## src/design/seq_pkg.sv

```systemverilog
// Frame sequencer types
package seq_pkg;

  typedef enum logic [2:0] {
    st_idle, st_start, st_plot_ship, st_plot_alien,
    st_plot_shot, st_wait_tick, st_clear, st_update
  } seq_state_t;

  // Which object the pixel writer draws this cycle
  typedef enum logic [2:0] {
    src_none, src_ship, src_alien0, src_alien1, src_alien2, src_shot
  } plot_src_t;

endpackage

```

## src/design/game_pkg.sv

```systemverilog
// Game geometry and colours
package game_pkg;

  localparam int screen_w = 160;
  localparam int screen_h = 120;
  localparam int num_aliens = 3;

  typedef logic [7:0] x_t; // Column
  typedef logic [6:0] y_t; // Row
  typedef logic [2:0] colour_t; // RGB, one bit each

  localparam colour_t col_black = 3'b000;
  localparam colour_t col_green = 3'b010;
  localparam colour_t col_red   = 3'b100;
  localparam colour_t col_white = 3'b111;

  localparam x_t ship_x0    = 8'd68;
  localparam y_t ship_row   = 7'd111; // Ship never leaves this row
  localparam y_t alien_row0 = 7'd15;

  // Each alien walks inside its own lane
  localparam x_t lane_left  [num_aliens] = '{8'd50, 8'd70, 8'd90};
  localparam x_t lane_right [num_aliens] = '{8'd69, 8'd89, 8'd109};

endpackage
```

## src/design/frame_ctrl_if.sv

```systemverilog
// Per-frame command bundle
interface frame_ctrl_if;

  logic                in_game;   // High once a game has started
  seq_pkg::plot_src_t  plot_src;
  logic                clear_en;  // Held through the screen sweep
  logic                update_en; // Single cycle, moves everything
  logic                timer_clr;

  modport seq (
    output in_game, plot_src, clear_en, update_en, timer_clr
  );

  modport dp (
    input in_game, plot_src, clear_en, update_en, timer_clr
  );

endinterface

```

## src/design/space_invader_top.sv

```systemverilog
// Space invader game core
module space_invader_top #(
  parameter int unsigned tick_cycles = 833333
) (
  input  logic               clk,
  input  logic               rst,
  input  logic               go,
  input  logic               btn_left,
  input  logic               btn_right,
  input  logic               btn_fire,
  output game_pkg::x_t       x,
  output game_pkg::y_t       y,
  output game_pkg::colour_t  colour,
  output logic               plot
);

  logic tick;
  logic clear_done;
  logic shot_flying;

  game_pkg::x_t ship_x;
  game_pkg::y_t ship_y;
  game_pkg::x_t alien_x [game_pkg::num_aliens];
  game_pkg::y_t alien_y [game_pkg::num_aliens];
  game_pkg::x_t shot_x;
  game_pkg::y_t shot_y;

  frame_ctrl_if ctrl ();

  frame_sequencer frame_sequencer_inst (
    .clk(clk), .rst(rst), .go(go), .tick(tick), .clear_done(clear_done),
    .shot_flying(shot_flying), .ctrl(ctrl.seq)
  );

  frame_timer #(.tick_cycles(tick_cycles)) frame_timer_inst (
    .clk(clk), .rst(rst), .ctrl(ctrl.dp), .tick(tick)
  );

  player_ship player_ship_inst (
    .clk(clk), .rst(rst), .btn_left(btn_left), .btn_right(btn_right),
    .ctrl(ctrl.dp), .x(ship_x), .y(ship_y)
  );

  for (genvar i = 0; i < game_pkg::num_aliens; i++) begin : g_alien
    alien_walker #(
      .alien_left(game_pkg::lane_left[i]),
      .alien_right(game_pkg::lane_right[i])
    ) alien_walker_inst (
      .clk(clk), .rst(rst), .ctrl(ctrl.dp), .x(alien_x[i]), .y(alien_y[i])
    );
  end

  shot_unit shot_unit_inst (
    .clk(clk), .rst(rst), .btn_fire(btn_fire), .ship_x(ship_x), .ctrl(ctrl.dp),
    .x(shot_x), .y(shot_y), .shot_flying(shot_flying)
  );

  pixel_writer pixel_writer_inst (
    .clk(clk), .rst(rst), .ctrl(ctrl.dp),
    .ship_x(ship_x), .ship_y(ship_y), .alien_x(alien_x), .alien_y(alien_y),
    .shot_x(shot_x), .shot_y(shot_y),
    .x(x), .y(y), .colour(colour), .plot(plot), .clear_done(clear_done)
  );

endmodule

```

## src/design/pixel_writer.sv

```systemverilog
// Pixel write stage and screen clear
module pixel_writer (
  input  logic                clk,
  input  logic                rst,
  frame_ctrl_if.dp            ctrl,
  input  game_pkg::x_t        ship_x,
  input  game_pkg::y_t        ship_y,
  input  game_pkg::x_t        alien_x [game_pkg::num_aliens],
  input  game_pkg::y_t        alien_y [game_pkg::num_aliens],
  input  game_pkg::x_t        shot_x,
  input  game_pkg::y_t        shot_y,
  output game_pkg::x_t        x,
  output game_pkg::y_t        y,
  output game_pkg::colour_t   colour,
  output logic                plot,
  output logic                clear_done
);

  localparam game_pkg::x_t x_last = game_pkg::x_t'(game_pkg::screen_w - 1);
  localparam game_pkg::y_t y_last = game_pkg::y_t'(game_pkg::screen_h - 1);

  game_pkg::x_t clr_x; // Raster position of the sweep
  game_pkg::y_t clr_y;

  assign clear_done = ctrl.clear_en && clr_x == x_last && clr_y == y_last;

  always_ff @(posedge clk or posedge rst) begin
    if (rst) begin
      plot  <= 1'b0;
      clr_x <= '0;
      clr_y <= '0;
    end else begin
      plot <= ctrl.clear_en || ctrl.plot_src != seq_pkg::src_none;
      if (ctrl.clear_en) begin
        if (clr_x == x_last) begin
          clr_x <= '0;
          clr_y <= (clr_y == y_last) ? '0 : clr_y + 7'd1;
        end else begin
          clr_x <= clr_x + 8'd1;
        end
      end
    end
  end

  always_ff @(posedge clk) begin
    case (ctrl.plot_src)
      seq_pkg::src_ship:   {x, y, colour} <= {ship_x, ship_y, game_pkg::col_green};
      seq_pkg::src_alien0: {x, y, colour} <= {alien_x[0], alien_y[0], game_pkg::col_red};
      seq_pkg::src_alien1: {x, y, colour} <= {alien_x[1], alien_y[1], game_pkg::col_red};
      seq_pkg::src_alien2: {x, y, colour} <= {alien_x[2], alien_y[2], game_pkg::col_red};
      seq_pkg::src_shot:   {x, y, colour} <= {shot_x, shot_y, game_pkg::col_white};
      default: begin
        if (ctrl.clear_en)
          {x, y, colour} <= {clr_x, clr_y, game_pkg::col_black};
      end
    endcase
  end

  // Sweep and object plots never overlap
  a_clear_excl: assert property (@(posedge clk) disable iff (rst)
    ctrl.clear_en |-> ctrl.plot_src == seq_pkg::src_none);

endmodule

```

## src/design/shot_unit.sv

```systemverilog
// Player bullet
module shot_unit (
  input  logic           clk,
  input  logic           rst,
  input  logic           btn_fire,
  input  game_pkg::x_t   ship_x,
  frame_ctrl_if.dp       ctrl,
  output game_pkg::x_t   x,
  output game_pkg::y_t   y,
  output logic           shot_flying
);

  always_ff @(posedge clk or posedge rst) begin
    if (rst) begin
      shot_flying <= 1'b0;
      x           <= game_pkg::ship_x0;
      y           <= game_pkg::ship_row;
    end else if (ctrl.update_en) begin
      if (shot_flying) begin
        if (y == '0)
          shot_flying <= 1'b0; // Left the top of the screen
        else
          y <= y - 7'd1;
      end else if (btn_fire) begin
        shot_flying <= 1'b1;
        x           <= ship_x; // Column before the ship moves
        y           <= game_pkg::ship_row - 7'd1;
      end
    end
  end

  a_shot_on_screen: assert property (@(posedge clk) disable iff (rst)
    y < game_pkg::y_t'(game_pkg::screen_h));

endmodule

```

## src/design/alien_walker.sv

```systemverilog
// Alien lane walker
module alien_walker #(
  parameter game_pkg::x_t alien_left  = game_pkg::lane_left[0],
  parameter game_pkg::x_t alien_right = game_pkg::lane_right[0]
) (
  input  logic           clk,
  input  logic           rst,
  frame_ctrl_if.dp       ctrl,
  output game_pkg::x_t   x,
  output game_pkg::y_t   y
);

  logic dir_right;

  always_ff @(posedge clk or posedge rst) begin
    if (rst) begin
      x         <= alien_left;
      y         <= game_pkg::alien_row0;
      dir_right <= 1'b1;
    end else if (ctrl.update_en) begin
      if (dir_right && x == alien_right) begin
        dir_right <= 1'b0; // Turn costs a frame, no sideways step
        y         <= y + 7'd1;
      end else if (!dir_right && x == alien_left) begin
        dir_right <= 1'b1;
        y         <= y + 7'd1;
      end else if (dir_right) begin
        x <= x + 8'd1;
      end else begin
        x <= x - 8'd1;
      end
    end
  end

endmodule

```

## src/design/player_ship.sv

```systemverilog
// Player ship movement
module player_ship (
  input  logic           clk,
  input  logic           rst,
  input  logic           btn_left,
  input  logic           btn_right,
  frame_ctrl_if.dp       ctrl,
  output game_pkg::x_t   x,
  output game_pkg::y_t   y
);

  localparam game_pkg::x_t x_last = game_pkg::x_t'(game_pkg::screen_w - 1);

  always_ff @(posedge clk or posedge rst) begin
    if (rst) begin
      x <= game_pkg::ship_x0;
    end else if (ctrl.update_en) begin
      // Both buttons together cancel out
      if (btn_left && !btn_right && x != '0)
        x <= x - 8'd1;
      else if (btn_right && !btn_left && x != x_last)
        x <= x + 8'd1;
    end
  end

  assign y = game_pkg::ship_row;

endmodule

```

## src/design/frame_timer.sv

```systemverilog
// Move tick timer
module frame_timer #(
  parameter int unsigned tick_cycles = 833333
) (
  input  logic      clk,
  input  logic      rst,
  frame_ctrl_if.dp  ctrl,
  output logic      tick
);

  localparam int cnt_w = $clog2(tick_cycles + 1);

  logic [cnt_w-1:0] cnt;

  always_ff @(posedge clk or posedge rst) begin
    if (rst) begin
      cnt  <= '0;
      tick <= 1'b0;
    end else begin
      tick <= 1'b0;
      if (ctrl.timer_clr) begin
        cnt <= '0;
      end else if (ctrl.in_game && cnt != cnt_w'(tick_cycles)) begin
        cnt  <= cnt + 1'b1;
        tick <= (cnt == cnt_w'(tick_cycles - 1)); // Fires once, then the count parks
      end
    end
  end

endmodule

```

## src/design/frame_sequencer.sv

```systemverilog
// Game frame FSM
module frame_sequencer (
  input  logic             clk,
  input  logic             rst,
  input  logic             go,
  input  logic             tick,
  input  logic             clear_done,
  input  logic             shot_flying,
  frame_ctrl_if.seq        ctrl
);

  localparam logic [1:0] last_alien = 2'(game_pkg::num_aliens - 1);

  seq_pkg::seq_state_t state, state_nxt;
  logic [1:0] alien_idx; // Alien being plotted

  always_ff @(posedge clk or posedge rst) begin
    if (rst) begin
      state     <= seq_pkg::st_idle;
      alien_idx <= 2'd0;
    end else begin
      state     <= state_nxt;
      alien_idx <= (state == seq_pkg::st_plot_alien) ? alien_idx + 2'd1 : 2'd0;
    end
  end

  always_comb begin
    state_nxt = state;
    case (state)
      seq_pkg::st_idle:       if (go) state_nxt = seq_pkg::st_start;
      seq_pkg::st_start:      state_nxt = seq_pkg::st_plot_ship;
      seq_pkg::st_plot_ship:  state_nxt = seq_pkg::st_plot_alien;
      seq_pkg::st_plot_alien: begin
        if (alien_idx == last_alien)
          state_nxt = shot_flying ? seq_pkg::st_plot_shot : seq_pkg::st_wait_tick;
      end
      seq_pkg::st_plot_shot:  state_nxt = seq_pkg::st_wait_tick;
      seq_pkg::st_wait_tick:  if (tick) state_nxt = seq_pkg::st_clear;
      seq_pkg::st_clear:      if (clear_done) state_nxt = seq_pkg::st_update;
      seq_pkg::st_update:     state_nxt = seq_pkg::st_start; // Next frame
      default:                state_nxt = seq_pkg::st_idle;
    endcase
  end

  // Commands are decoded straight from the state
  always_comb begin
    ctrl.plot_src = seq_pkg::src_none;
    case (state)
      seq_pkg::st_plot_ship:  ctrl.plot_src = seq_pkg::src_ship;
      seq_pkg::st_plot_alien: begin
        case (alien_idx)
          2'd0:    ctrl.plot_src = seq_pkg::src_alien0;
          2'd1:    ctrl.plot_src = seq_pkg::src_alien1;
          default: ctrl.plot_src = seq_pkg::src_alien2;
        endcase
      end
      seq_pkg::st_plot_shot:  ctrl.plot_src = seq_pkg::src_shot;
      default:                ctrl.plot_src = seq_pkg::src_none;
    endcase
  end

  assign ctrl.in_game   = (state != seq_pkg::st_idle);
  assign ctrl.timer_clr = (state == seq_pkg::st_start);
  assign ctrl.clear_en  = (state == seq_pkg::st_clear);
  assign ctrl.update_en = (state == seq_pkg::st_update);

  // Positions only move straight after a full sweep
  a_update_after_clear: assert property (@(posedge clk) disable iff (rst)
    ctrl.update_en |-> $past(clear_done));

endmodule

```

## config.mk

```make
export PLATFORM = sky130hd
export DESIGN_NAME = space_invader_top
export DESIGN_NICKNAME = d
export VERILOG_FILES = /design/src/design/seq_pkg.sv /design/src/design/game_pkg.sv /design/src/design/frame_ctrl_if.sv /design/src/design/space_invader_top.sv /design/src/design/pixel_writer.sv /design/src/design/shot_unit.sv /design/src/design/alien_walker.sv /design/src/design/player_ship.sv /design/src/design/frame_timer.sv /design/src/design/frame_sequencer.sv
export SDC_FILE = /design/constraint.sdc
export NUM_CORES = 1
export LEC_CHECK = 0
export BUFFER_PORTS_ARGS = -buffer_cell sky130_fd_sc_hd__buf_2
export CORE_AREA = 2 2 117 176
export DETAILED_ROUTE_END_ITERATION = 10
export DIE_AREA = 0 0 119 178
export MAX_ROUTING_LAYER = met4
export PLACE_DENSITY_LB_ADDON = 0.15
export SLEW_MARGIN = 20
export SYNTH_ARGS = -nofsm -noshare
export SYNTH_HDL_FRONTEND = slang
export SYNTH_SLANG_ARGS = --single-unit
```

## constraint.sdc

```tcl
create_clock -name clk -period 5.5 [get_ports clk]
set_input_delay 0.825 -clock clk [delete_from_list [all_inputs] [get_ports clk]]
set_output_delay 0.825 -clock clk [all_outputs]
set_load 0.005 [all_outputs]
```

## After elaboration in Yosys (flattened, before gate mapping)

Cells that the tools add are included.
Widths: inputs -> output; s select.

| cells by class | value |
|---|---|
| add/subtract/negate cells | 16 |
| eq/ne operators | 30 |
| mux-type cells | 44 |
| bitwise logic cells | 7 |
| reduce and logical (&&, ||, !) cells | 45 |

Operators with widths:

| cell | count |
|---|---|
| $mux 7 | 11 |
| $mux 8 | 7 |
| $add 8x1->8 const B | 5 |
| $eq 8x7->1 const B | 5 |
| $mux 20 | 2 |
| $pmux 8 s5 | 1 |
| $pmux 7 s5 | 1 |
| $sub 8x1->8 const B | 4 |
| $add 7x1->7 const B | 4 |
| $pmux 3 s8 | 1 |
| $add 20x1->20 const B | 1 |
| $eq 20x20->1 const B | 1 |
| $ne 20x20->1 const B | 1 |
| $eq 3x3->1 const B | 6 |
| $pmux 3 s3 | 2 |
| $mux 3 | 5 |
| $reduce_and 3->1 | 5 |
| $logic_and 1x1->1 | 13 |
| $eq 3x2->1 const B | 4 |
| $mux 1 | 12 |
| $reduce_bool 2->1 | 6 |
| $reduce_and 2->1 | 5 |
| $eq 8x6->1 const B | 1 |
| $eq 8x8->1 const B | 1 |
| 23 further kinds | 38 |

| word-level totals | value |
|---|---|
| bits in registers | 132 |
| input port bits | 6 |
| output and inout bits | 19 |
| logic and storage cells | 165 |

## Depth between registers and ports, before layout

Gate-level depths: netlist of the first run.

| logic depth | value |
|---|---|
| depth in word-level cells | 6 |
| depth in mapped cells | 9 |

## Modules after synthesis

From an unflattened synthesis of the first run, not the netlist that was laid out.

| second synthesis, totals | value |
|---|---|
| cell total of the unflattened synthesis | 853 |
| area, all modules | 8252.9 µm² |

By module, submodules not included:

| module | times used | cells each | area each (µm²) |
|---|---|---|---|
| pixel_writer | 1 | 235 | 2192.1 |
| frame_timer | 1 | 125 | 1162.4 |
| alien_walker at g_alien[1].alien_walker_inst | 1 | 94 | 1032.2 |
| alien_walker at g_alien[2].alien_walker_inst | 1 | 95 | 1017.2 |
| alien_walker at g_alien[0].alien_walker_inst | 1 | 93 | 960.9 |
| shot_unit | 1 | 86 | 785.8 |
| player_ship | 1 | 81 | 718.2 |
| frame_sequencer | 1 | 44 | 384.1 |

## Least setup slack after synthesis of the first run

Ideal clock, no wire load.

| timing path | value |
|---|---|
| path type | input port to flip-flop |
| start | input port btn_left |
| end | register player_ship_inst.x[6] |
| arrival time | 2.643 ns |
| data required time | 5.415 ns |
| path slack | 2.772 ns |
| cell stages on the path | 9 |
| path buffers | 0 |
| cells stage by stage | inv_1 -> a211oi_2 -> inv_1 -> fa_1 -> nor2b_1 -> o21a_1 -> o21a_1 -> o211ai_1 -> mux2_1 |

| on the way | value |
|---|---|
| word-level cells in the longest chain between the ends | 5 |
| elaborated cells on any way between the ends | 8 |
| those cells by class | 1 x mux; 7 x reduce/logical |

RTL lines:

| item | RTL line | source |
|---|---|---|
| start: declaration | space_invader_top.sv:8 | `input logic btn_left,` |
| $logic_not 1->1 | player_ship.sv:21 | `else if (btn_right && !btn_left && x != x_last)` |
| $logic_and 1x1->1 (2 in a row) | player_ship.sv:21 |  |
| $reduce_bool 2->1 (no line) | n/a |  |
| $reduce_and 2->1 (no line) | n/a |  |
| end signal: assignment | player_ship.sv:16 | `x <= game_pkg::ship_x0;` |
| end signal: assignment | player_ship.sv:20 | `x <= x - 8'd1;` |
| end signal: assignment | player_ship.sv:22 | `x <= x + 8'd1;` |
| end: declaration | player_ship.sv:8 | `output game_pkg::x_t x,` |

Parallel ways exist; a longest one is shown, timed or not.
A chain may end at the register's enable or synchronous reset.

## Final worst setup path of the first run

| timing path | value |
|---|---|
| start | register frame_sequencer_inst.state[0] |
| end | register g_alien[1].alien_walker_inst.y[6] |

| on the way | value |
|---|---|
| word-level cells in the longest chain between the ends | 2 |

RTL lines:

| item | RTL line | source |
|---|---|---|
| start: declaration | frame_sequencer.sv:14 | `seq_pkg::seq_state_t state, state_nxt;` |
| start signal: assignment | frame_sequencer.sv:19 | `state <= seq_pkg::st_idle;` |
| start signal: assignment | frame_sequencer.sv:22 | `state <= state_nxt;` |
| $eq 3x3->1 | frame_sequencer.sv:65 | `assign ctrl.update_en = (state == seq_pkg::st_update);` |
| $reduce_and 2->1 (no line) | n/a |  |
| end signal: assignment | alien_walker.sv:18 | `y <= game_pkg::alien_row0;` |
| end signal: assignment | alien_walker.sv:23 | `y <= y + 7'd1;` |
| end signal: assignment | alien_walker.sv:26 | `y <= y + 7'd1;` |
| end: declaration | alien_walker.sv:10 | `output game_pkg::y_t y` |

Every way passes these cells.

==> results of run 1 <==
-- sequential cells by signal, indices dropped and copies added (netlist names) --
name / cells
frame_sequencer_inst.alien_idx: 2
frame_sequencer_inst.state: 3
frame_timer_inst.cnt: 20
frame_timer_inst.tick: 1
g_alien.alien_walker_inst.dir_right: 3
g_alien.alien_walker_inst.x: 24
g_alien.alien_walker_inst.y: 21
pixel_writer_inst.clr_x: 8
pixel_writer_inst.clr_y: 7
pixel_writer_inst.colour: 3
pixel_writer_inst.plot: 1
pixel_writer_inst.x: 8
pixel_writer_inst.y: 7
player_ship_inst.x: 8
shot_unit_inst.shot_flying: 1
shot_unit_inst.x: 8
shot_unit_inst.y: 7
-- power groups by stage --
stage / Combinational, W / Clock [W] / Sequential (W)
floorplan: 0.00138 / 0 / 0.00162
global placement: 0.00167 / 0 / 0.00176
detailed placement: 0.00173 / 0 / 0.00178
CTS: 0.00174 / 0.00114 / 0.00176
global route: 0.00195 / 0.00118 / 0.00181
finish: 0.00173 / 0.00111 / 0.00177
-- worst max-delay path, cell delays in order (launching register included) --
cell     delay (ns)
dfrtp_1        0.88
and3_1         0.69
nand2_1        0.15
nor2b_1        0.64
nand4_1        0.22
xnor2_1        0.18
-- metal layers --
layer | vias to the layer above | track usage | part of all wire
met5 | - | - | 0
met4 | 0 | 0.0729 | 0.030
met3 | 37 | 0.0412 | 0.029
met2 | 108 | 0.333 | 0.52
met1 | 2873 | 0.209 | 0.42
li1 | 2904 | - | -
-- final cells by class --
type,instances,area (sq um),area share
clock inverter,11,98.8,0.0114
tap,260,325,0.0375
timing repair buffer,25,128,0.0147
inverter,35,134,0.0154
clock buffer,21,482,0.0556
multi-input combinational,589,4060,0.469
sequential,132,3440,0.397
-- cell usage in the layout, fill, tap and decap left out, types with 11 or more instances in the layout --
cell / Yosys / layout
inv_1: 35 / 34
ha_1: 38 / 38
a21oi_1: 43 / 43
buf_2: 9 / 24
xor2_1: 18 / 18
dfrtp_1: 79 / 79
edfxtp_1: 18 / 18
xnor2_1: 43 / 43
clkbuf_16: 0 / 18
nor2_1: 58 / 58
nand3_1: 26 / 26
dfstp_2: 35 / 35
o21ai_0: 36 / 36
or3_1: 11 / 11
nand4_1: 20 / 20
nand2_1: 82 / 82
and3_1: 14 / 14
nor3_1: 18 / 18
-- cell families (layout without fill, tap and decap cells) --
group	after synthesis	after routing	synth area share
fa+ha+maj	42	42	0.0718
buf+inv	57	92	0.0315
flops	132	132	0.444
simple gates	291	291	0.200
mux	21	21	0.0293
compound gates	174	174	0.154
xor+xnor	61	61	0.0690
-- worst paths after layout --
check	startpoint	endpoint	slack, ns	cells past startpoint
setup / recovery	frame_sequencer_inst.state[0]	g_alien[1].alien_walker_inst.y[6]	2.63	5
hold / removal	shot_unit_inst.x[2]	shot_unit_inst.x[2]	0.47	2
setup reg to reg	frame_sequencer_inst.state[0]	g_alien[1].alien_walker_inst.y[6]	2.63	5
hold reg to reg	shot_unit_inst.x[2]	shot_unit_inst.x[2]	0.47	2
max in group asynchronous	rst	g_alien[1].alien_walker_inst.y[1]	3.73	3
min in group asynchronous	rst	player_ship_inst.x[7]	0.61	2
-- per-stage QoR --
stage	area (sq um)	worst slack, ns	instances
2_1_floorplan	7740	1.72	778
3_3_place_gp	8080	2.54	1041
3_5_place_dp	8080	2.46	1041
4_1_cts	8660	2.63	1073
5_1_grt	8670	2.41	1073
6_report	8670	2.63	1073
==> results.sh, run 1 <==
export IMPL_critPathLaunchType="register"
export IMPL_postCtsHoldBufs=0
export IMPL_seq_power_share=0.383
export IMPL_holdWs_ns=0.466
export IMPL_pin_count=25
export IMPL_die_area_sq_mm=0.0212
export IMPL_setup_violations=0
export IMPL_routed_wl_mm=18.4
export IMPL_drv_cap=0
export IMPL_power_leakage_nw=3.67
export IMPL_drcViolationCount=0
export IMPL_firstDrtPassIters=5
export IMPL_cts_setup_buffers=0
export IMPL_vdd_drop_max_uv=277
export IMPL_grt_max_degree=75
export IMPL_final_core_util=0.442
export IMPL_cp_data_required_time_ns=5.81
export IMPL_critical_path_max_fanout=28
export IMPL_wire_per_inst_um=17.2
export IMPL_switchingPower_w=0.00182
export IMPL_hp_class="reg -> reg"
export IMPL_clock_fmax_mhz=349
export IMPL_synth_edf_count=18
export IMPL_clkPwrFrac=0.241
export IMPL_worstSkewPairLatency_ns=0.42
export IMPL_synth_top_area_frac=0.255
export IMPL_grt_use_total=0.189
export IMPL_final_nets=848
export IMPL_comb_power_share=0.376
export IMPL_synth_top_cell_by_area="dfrtp_1"
export IMPL_drive_above_1_share=0.143
export IMPL_status="complete, no violations"
export IMPL_vias_per_cell=5.52
export IMPL_cts_root_buf="clkbuf_16"
export IMPL_finalSetupTns_ns=0
export IMPL_grt_first_pass_wirelength_mm=30.9
export IMPL_grt_overflow_total=0
export IMPL_synth_commonest_cells="82 x nand2_1, 79 x dfrtp_1, 58 x nor2_1"
export IMPL_synth_cells=778
export IMPL_die_w_um=119
export IMPL_p_total_w=0.00461
export IMPL_ctsResizeCount=0
export IMPL_start_util=0.394
export IMPL_synth_area_leaders="dfrtp_1 26%, dfstp_2 12%, edfxtp_1 7.0%, ha_1 6.1%, xnor2_1 4.9%"
export IMPL_worst_slew_pin_slew_ns=0.964
export IMPL_synthArstFlopShare=0.864
export IMPL_powerDensity_mw_per_mm2=532
export IMPL_max_slew_margin_rel=0.353
export IMPL_finalHoldViolations=0
export IMPL_synth_area_sq_mm=0.00774
export IMPL_critPathKind="reg -> reg"
export IMPL_ys_seq_elements=132
export IMPL_worstPathArrival_ns=3.17
export IMPL_n_antenna_cell=0
export IMPL_numPortBuffers=24
export IMPL_grt_antenna_before_repair=0
export IMPL_area_delta_synth_final_pct=12.0
export IMPL_hpwl_mm=13.2
export IMPL_antenna_left=0
export IMPL_end_kind="register"
export IMPL_swShare=0.395
export IMPL_cts_tree="yes"
export IMPL_slew_violations=0
export IMPL_min_period_ns=2.87
export IMPL_cts_max_level=4
export IMPL_syn_nets=826
export IMPL_cts_buffer_depth=2
export IMPL_internal_power_w=0.00279
export IMPL_grt_pass1_vias=6066
export IMPL_yosysSeqAreaShare=0.444
export IMPL_clock_sinks=132
export IMPL_ys_warn_count=0
export IMPL_core_area_sq_mm=0.0196
export IMPL_rsz0062_at_grt="no"
export IMPL_syn_avg_cell_area_sq_um=9.95
export IMPL_gp_congestion=0.841
export IMPL_synthFlopType="dfrtp_1"
export IMPL_timing_final_crit_share=0.521
export IMPL_finClkSkew_ns=0.00644
export IMPL_via_count=5922
export IMPL_rows=63
export IMPL_clk_pin_slew_ns=0.06
export IMPL_drtIter0Drc=310
export IMPL_die_h_um=178
export IMPL_cts_made_buffers=17
export IMPL_num_fill_cells=1841
export IMPL_yosysMostFrequentCell="nand2_1"
export IMPL_ys_types=75
Note: power is estimated with default switching activity, not from simulation.
==> inputs of run 2 (changes only) <==
- ABC_AREA: not set -> 1
- CORE_AREA: 2 2 117 176 -> 2 2 123 184
- DIE_AREA: 0 0 119 178 -> 0 0 125 186
- clock period: 5.5 -> 2.6 ns (I/O delays scaled with it)
==> run 2 against run 1 <==
Compared with the run above: clock skew is 0.0042 ns higher; die area increased by 9.8%; setup slack got worse by 2.3 ns; utilization rose by 0.27 points; critical path depth is 8 higher; final area is 11% higher; fmax increased by 26%; global-route usage increased by 0.91 points; total power up 1.3%.
==> results.sh, run 2 <==
export IMPL_status="complete, no violations"
export IMPL_num_fill_cells=2261
export IMPL_area_delta_synth_final_pct=13.0
export IMPL_cts_tree="yes"
export IMPL_fin_cells=1450
export IMPL_syn_avg_cell_area_sq_um=7.54
export IMPL_grt_overflow_total=0
export IMPL_worst_slew_pin_slew_ns=0.954
export IMPL_final_nets=1212
export IMPL_drv_cap=0
export IMPL_powerDensity_mw_per_mm2=486
export IMPL_synth_edf_count=18
export IMPL_grt_busiest_layer="met2"
export IMPL_drive_above_1_share=0.115
export IMPL_die_area_sq_mm=0.0233
export IMPL_ys_warn_count=0
export IMPL_clock_fmax_mhz=440
export IMPL_synth_area_sq_mm=0.00850
export IMPL_postCtsHoldBufs=0
export IMPL_largest_register_ffs=24
export IMPL_timing_final_crit_share=0.874
export IMPL_numPortBuffers=24
export IMPL_routed_wl_mm=21.3
export IMPL_grt_first_pass_wirelength_mm=35.6
export IMPL_power_leakage_nw=4.49
export IMPL_setup_violations=0
export IMPL_die_w_um=125
export IMPL_min_period_ns=2.27
export IMPL_synth_commonest_cells="326 x nand2_1, 126 x nand3_1, 119 x inv_1"
export IMPL_dp_cells=1417
export IMPL_timing_final_ws_setup_ns=0.328
export IMPL_via_count=7245
export IMPL_cts_max_level=4
export IMPL_critical_path_max_fanout=6
export IMPL_cts_root_buf="clkbuf_16"
export IMPL_grt_antenna_before_repair=1
export IMPL_ctsResizeCount=0
export IMPL_end_kind="register"
export IMPL_drtIter0Drc=334
export IMPL_synth_cells=1128
export IMPL_vdd_drop_max_uv=441
export IMPL_cts_made_buffers=17
export IMPL_drcViolationCount=0
export IMPL_gr_usage_met2=0.376
export IMPL_regMostFlops="g_alien.alien_walker_inst.x"
export IMPL_wire_per_inst_um=14.7
export IMPL_yosysSeqAreaShare=0.404
export IMPL_grtUsageMet3=0.0374
export IMPL_syn_nets=1176
export IMPL_core_area_sq_mm=0.0216
export IMPL_synth_area_leaders="dfrtp_1 23%, nand2_1 14%, dfstp_2 11%, nand3_1 7.4%, edfxtp_1 6.4%"
export IMPL_hpwl_mm=16.4
export IMPL_worstSkewPairLatency_ns=0.44
export IMPL_final_cell_mix="326 x nand2_1, 126 x nand3_1, 118 x inv_1"
export IMPL_layout_commonest_cell="nand2_1"
export IMPL_rsz0062_at_grt="no"
export IMPL_critPathKind="reg -> reg"
export IMPL_die_h_um=186
export IMPL_max_slew_margin_rel=0.362
export IMPL_gr_usage_met1=0.200
export IMPL_pin_count=25
export IMPL_synth_top_cell_by_area="dfrtp_1"
export IMPL_vias_per_cell=5.00
export IMPL_ys_seq_elements=132
export IMPL_antenna_left=0
export IMPL_reg_top3="g_alien.alien_walker_inst.x (24), g_alien.alien_walker_inst.y (21), frame_timer_inst.cnt (20)"
export IMPL_gp_congestion=0.907
export IMPL_cp_data_required_time_ns=2.92
export IMPL_firstDrtPassIters=5
export IMPL_grt_use_total=0.198
export IMPL_ys_types=38
export IMPL_finalHoldViolations=0
export IMPL_finalSetupTns_ns=0
export IMPL_startpoint="player_ship_inst.x[5]"
export IMPL_grt_pass1_vias=7359
export IMPL_pre_cts_ws_ns=0.335
export IMPL_hp_class="in -> async"
export IMPL_finClkSkew_ns=0.0107
export IMPL_r2r_start="player_ship_inst.x[5]"
export IMPL_clk_pin_slew_ns=0.06
export IMPL_synthFlopType="dfrtp_1"
export IMPL_p_total_w=0.00467
export IMPL_critPathLaunchType="register"
export IMPL_worstPathArrival_ns=2.60
export IMPL_slew_violations=0
export IMPL_grt_max_degree=33
export IMPL_start_util=0.393
export IMPL_cts_setup_buffers=0
export IMPL_synthArstFlopShare=0.864
export IMPL_synth_top_area_frac=0.232
export IMPL_cts_buffer_depth=2
export IMPL_clock_sinks=132
export IMPL_yosysMostFrequentCell="nand2_1"
export IMPL_final_core_util=0.444
export IMPL_rows=66
run 2: changes by cell type in the layout (fill, tap and decap cells not counted), moves of 15 or more:
cell | previous run | this run
a21oi_1 | 43 | 21
buf_4 | 1 | 16
inv_1 | 34 | 118
nand2_1 | 82 | 326
nand3_1 | 26 | 126
nand4_1 | 20 | 40
nor2_1 | 58 | 104
o21ai_0 | 36 | 61
xnor2_1 | 43 | 18
xor2_1 | 18 | 41
run 2: final cells by class:
type | count | area, sq um | share of cell area
clock buffers | 21 | 493 | 0.0513
flip-flops and latches | 132 | 3440 | 0.358
multi-input cells | 850 | 4480 | 0.466
repair buffers | 42 | 280 | 0.0292
well taps | 272 | 340 | 0.0354
inverters | 121 | 458 | 0.0476
diodes | 1 | 2.50 | 0.000260
clock inverters | 11 | 123 | 0.0128
run 2: critical path, stage by stage, from the launching register on:
cell     delay, ns
dfrtp_1       0.45
nor2_1        0.18
nand2_1       0.06
o21ai_0       0.22
inv_1         0.17
ha_1          0.37
a21oi_1       0.17
nand2_1       0.11
a21oi_1       0.18
inv_1         0.06
nand2_1       0.06
nand2_1       0.04
nand2_1       0.05
nand2_1       0.05
run 2: final timing paths:
check                                                 to  slack, ns  cells past startpoint
max                                player_ship_inst.x[7]       0.33                     13
min                                player_ship_inst.x[7]       0.07                      2
max reg2reg                        player_ship_inst.x[7]       0.33                     13
min reg2reg                          shot_unit_inst.x[0]       0.48                      2
max in group asynchronous          player_ship_inst.x[6]       1.80                      3
min in group clk           frame_sequencer_inst.state[1]       0.40                      3
run 2: logic make-up (layout without fill, tap and decap cells):
group           Yosys count  count (layout)  synth area share
fa+ha+maj                42              42            0.0653
mux                       3               3           0.00397
xor+xnor                 59              59            0.0608
flops                   132             132             0.404
other cells               0               1                 0
compound gates          104             104            0.0647
simple gates            642             642             0.331
buf+inv                 146             195            0.0696
run 2: routing by layer:
layer,share of wire,wire [um],vias to the layer above
met4,0.029,625,0
met2,0.55,11600,77
li1,-,-,3752
met1,0.40,8580,3374
met5,0,0,-
met3,0.022,460,42
run 2: where the power goes:
group,internal (W),switching (W),total (W)
registers,0.00209,0,0.00209
clock network,0.00155,0.000952,0.00250
logic,0.0000221,0.0000544,0.0000765
total,0.00366,0.00101,0.00467
run 2: per-stage QoR:
| stage | hold WS (ns) | cell area [sq um] |
|---|---|---|
| global placement | 0.472 | 8990 |
| floorplan | 0.453 | 8510 |
| global route | 0.109 | 9610 |
| detailed placement | 0.477 | 8990 |
| CTS | 0.0973 | 9610 |
| finish | 0.0661 | 9610 |
==> inputs of run 3 (changes only) <==
- GPL_ROUTABILITY_DRIVEN: not set -> 0
- RECOVER_POWER: not set -> 100
==> run 3 against run 2 <==
Compared with the run above: sequential share of layout area is 0.42 points higher; global-route usage stayed put; fmax is 1.9% lower; clock power hardly changed; final area is 1.2% lower; critical path type unchanged; largest cell class unchanged.
==> results.sh, run 3 (same netlist as run 2, synthesis figures left out) <==
export IMPL_drtIter0Drc=343
export IMPL_hpwl_mm=16.4
export IMPL_drv_cap=0
export IMPL_multi_input_area_sq_mm=0.00445
export IMPL_postCtsHoldBufs=0
export IMPL_die_area_sq_mm=0.0233
export IMPL_antenna_left=0
export IMPL_drive_above_1_share=0.0850
export IMPL_critPathKind="reg -> reg"
export IMPL_reg_top3="g_alien.alien_walker_inst.x (24), g_alien.alien_walker_inst.y (21), frame_timer_inst.cnt (20)"
export IMPL_pin_count=25
export IMPL_r2r_slack_ns=0.28
export IMPL_cts_made_buffers=17
export IMPL_path_cells="inv_1 -> nor2_1 -> nand2_1 -> nor2_4 -> nand2_1 -> o21ai_0 -> nor2_1 -> nand3_1"
export IMPL_vias_per_cell=5.01
export IMPL_start_util=0.393
export IMPL_clock_fmax_mhz=432
export IMPL_cts_root_buf="clkbuf_16"
export IMPL_cts_tree="yes"
export IMPL_rsz0062_at_grt="no"
export IMPL_critical_path_max_fanout=9
export IMPL_timing_final_crit_share=0.891
export IMPL_final_nets=1212
export IMPL_regArea_sq_mm=0.00344
export IMPL_r2r_start="frame_sequencer_inst.state[1]"
export IMPL_critPathSlowestCell="dfrtp_1"
export IMPL_slew_violations=0
export IMPL_grt_overflow_total=0
export IMPL_vdd_drop_max_uv=439
export IMPL_finClkSkew_ns=0.00965
export IMPL_numPortBuffers=24
export IMPL_grt_antenna_before_repair=1
export IMPL_hp_class="in -> async"
export IMPL_via_count=7271
export IMPL_critPathLaunchType="register"
export IMPL_cp_slowest_stage_delay_ns=0.52
export IMPL_regMostFlops="g_alien.alien_walker_inst.x"
export IMPL_num_fill_cells=2286
export IMPL_cts_buffer_depth=2
export IMPL_max_slew_margin_rel=0.109
export IMPL_layout_commonest_cell="nand2_1"
export IMPL_reg2regPathDepth=8
export IMPL_drcViolationCount=0
export IMPL_worstReg2RegEnd="pixel_writer_inst.x[4]"
export IMPL_finalHoldViolations=0
export IMPL_die_w_um=125
export IMPL_die_h_um=186
export IMPL_wire_per_inst_um=14.6
export IMPL_grt_use_total=0.198
export IMPL_grt_first_pass_wirelength_mm=35.6
export IMPL_cts_max_level=4
export IMPL_ctsResizeCount=0
export IMPL_min_period_ns=2.32
export IMPL_end_kind="register"
export IMPL_holdWs_ns=0.240
export IMPL_core_area_sq_mm=0.0216
export IMPL_routed_wl_mm=21.2
export IMPL_grt_max_degree=33
export IMPL_clock_sinks=132
export IMPL_powerDensity_mw_per_mm2=490
export IMPL_power_leakage_nw=4.42
export IMPL_firstDrtPassIters=5
export IMPL_grt_pass1_vias=7359
export IMPL_setup_violations=0
export IMPL_area_delta_synth_final_pct=11.7
export IMPL_cp_data_required_time_ns=2.89
export IMPL_clk_pin_slew_ns=0.06
export IMPL_status="complete, no violations"
export IMPL_final_core_util=0.439
export IMPL_finalSetupTns_ns=0
export IMPL_worstPathArrival_ns=2.61
export IMPL_final_cell_mix="328 x nand2_1, 128 x nand3_1, 119 x inv_1"
export IMPL_largest_register_ffs=24
export IMPL_rows=66
export IMPL_worstSkewPairLatency_ns=0.43
export IMPL_cts_setup_buffers=0
export IMPL_worst_slew_pin_slew_ns=1.33
## run 3: final cells by class
| class | count | share of cell area |
|---|---|---|
| well taps | 272 | 0.0358 |
| multi-input cells | 850 | 0.468 |
| flip-flops and latches | 132 | 0.362 |
| clock inverters | 11 | 0.0129 |
| inverters | 121 | 0.0479 |
| repair buffers | 42 | 0.0213 |
| diodes | 1 | 0.000263 |
| clock buffers | 21 | 0.0519 |
## run 3: worst max-delay path: cells and delay by family (launching register included)
family	cells	cell delay, ns
buf+inv	1	0.10
flops	1	0.52
simple gates	6	1.15
compound gates	1	0.41
## run 3: layer usage
| layer | vias to the layer above | GRT usage | part of all wire |
|---|---|---|---|
| li1 | 3760 | - | - |
| met1 | 3370 | 0.200 | 0.40 |
| met2 | 99 | 0.376 | 0.55 |
| met3 | 42 | 0.0374 | 0.026 |
| met4 | 0 | 0.0818 | 0.030 |
| met5 | - | - | 0 |
## run 3: power breakdown
group / internal (W) / switching (W)
logic: 0.0000151 / 0.0000529
registers: 0.00209 / 0
clock network: 0.00155 / 0.000943
## run 3: worst max-delay path by stage
stage | start | to | slack (ns) | cells after the start
after global placement | player_ship_inst.x[5] | player_ship_inst.x[7] | 0.38 | 13
final | frame_sequencer_inst.state[1] | pixel_writer_inst.x[4] | 0.28 | 8
after detailed placement | player_ship_inst.x[5] | player_ship_inst.x[7] | 0.33 | 13
after global routing | player_ship_inst.x[5] | player_ship_inst.x[7] | 0.07 | 13
after floorplan | frame_sequencer_inst.state[2] | pixel_writer_inst.colour[0] | 0.18 | 3
after CTS | player_ship_inst.x[5] | player_ship_inst.x[7] | 0.31 | 13
## run 3: per-stage QoR
step	setup slack, ns	cells	cell area, sq um	total power, W
floorplan	0.180	1128	8510	0.00217
global placement	0.379	1417	8990	0.00221
detailed placement	0.335	1417	8990	0.00221
CTS	0.312	1449	9610	0.00472
global route	0.0675	1450	9500	0.00481
finish	0.283	1450	9500	0.00465
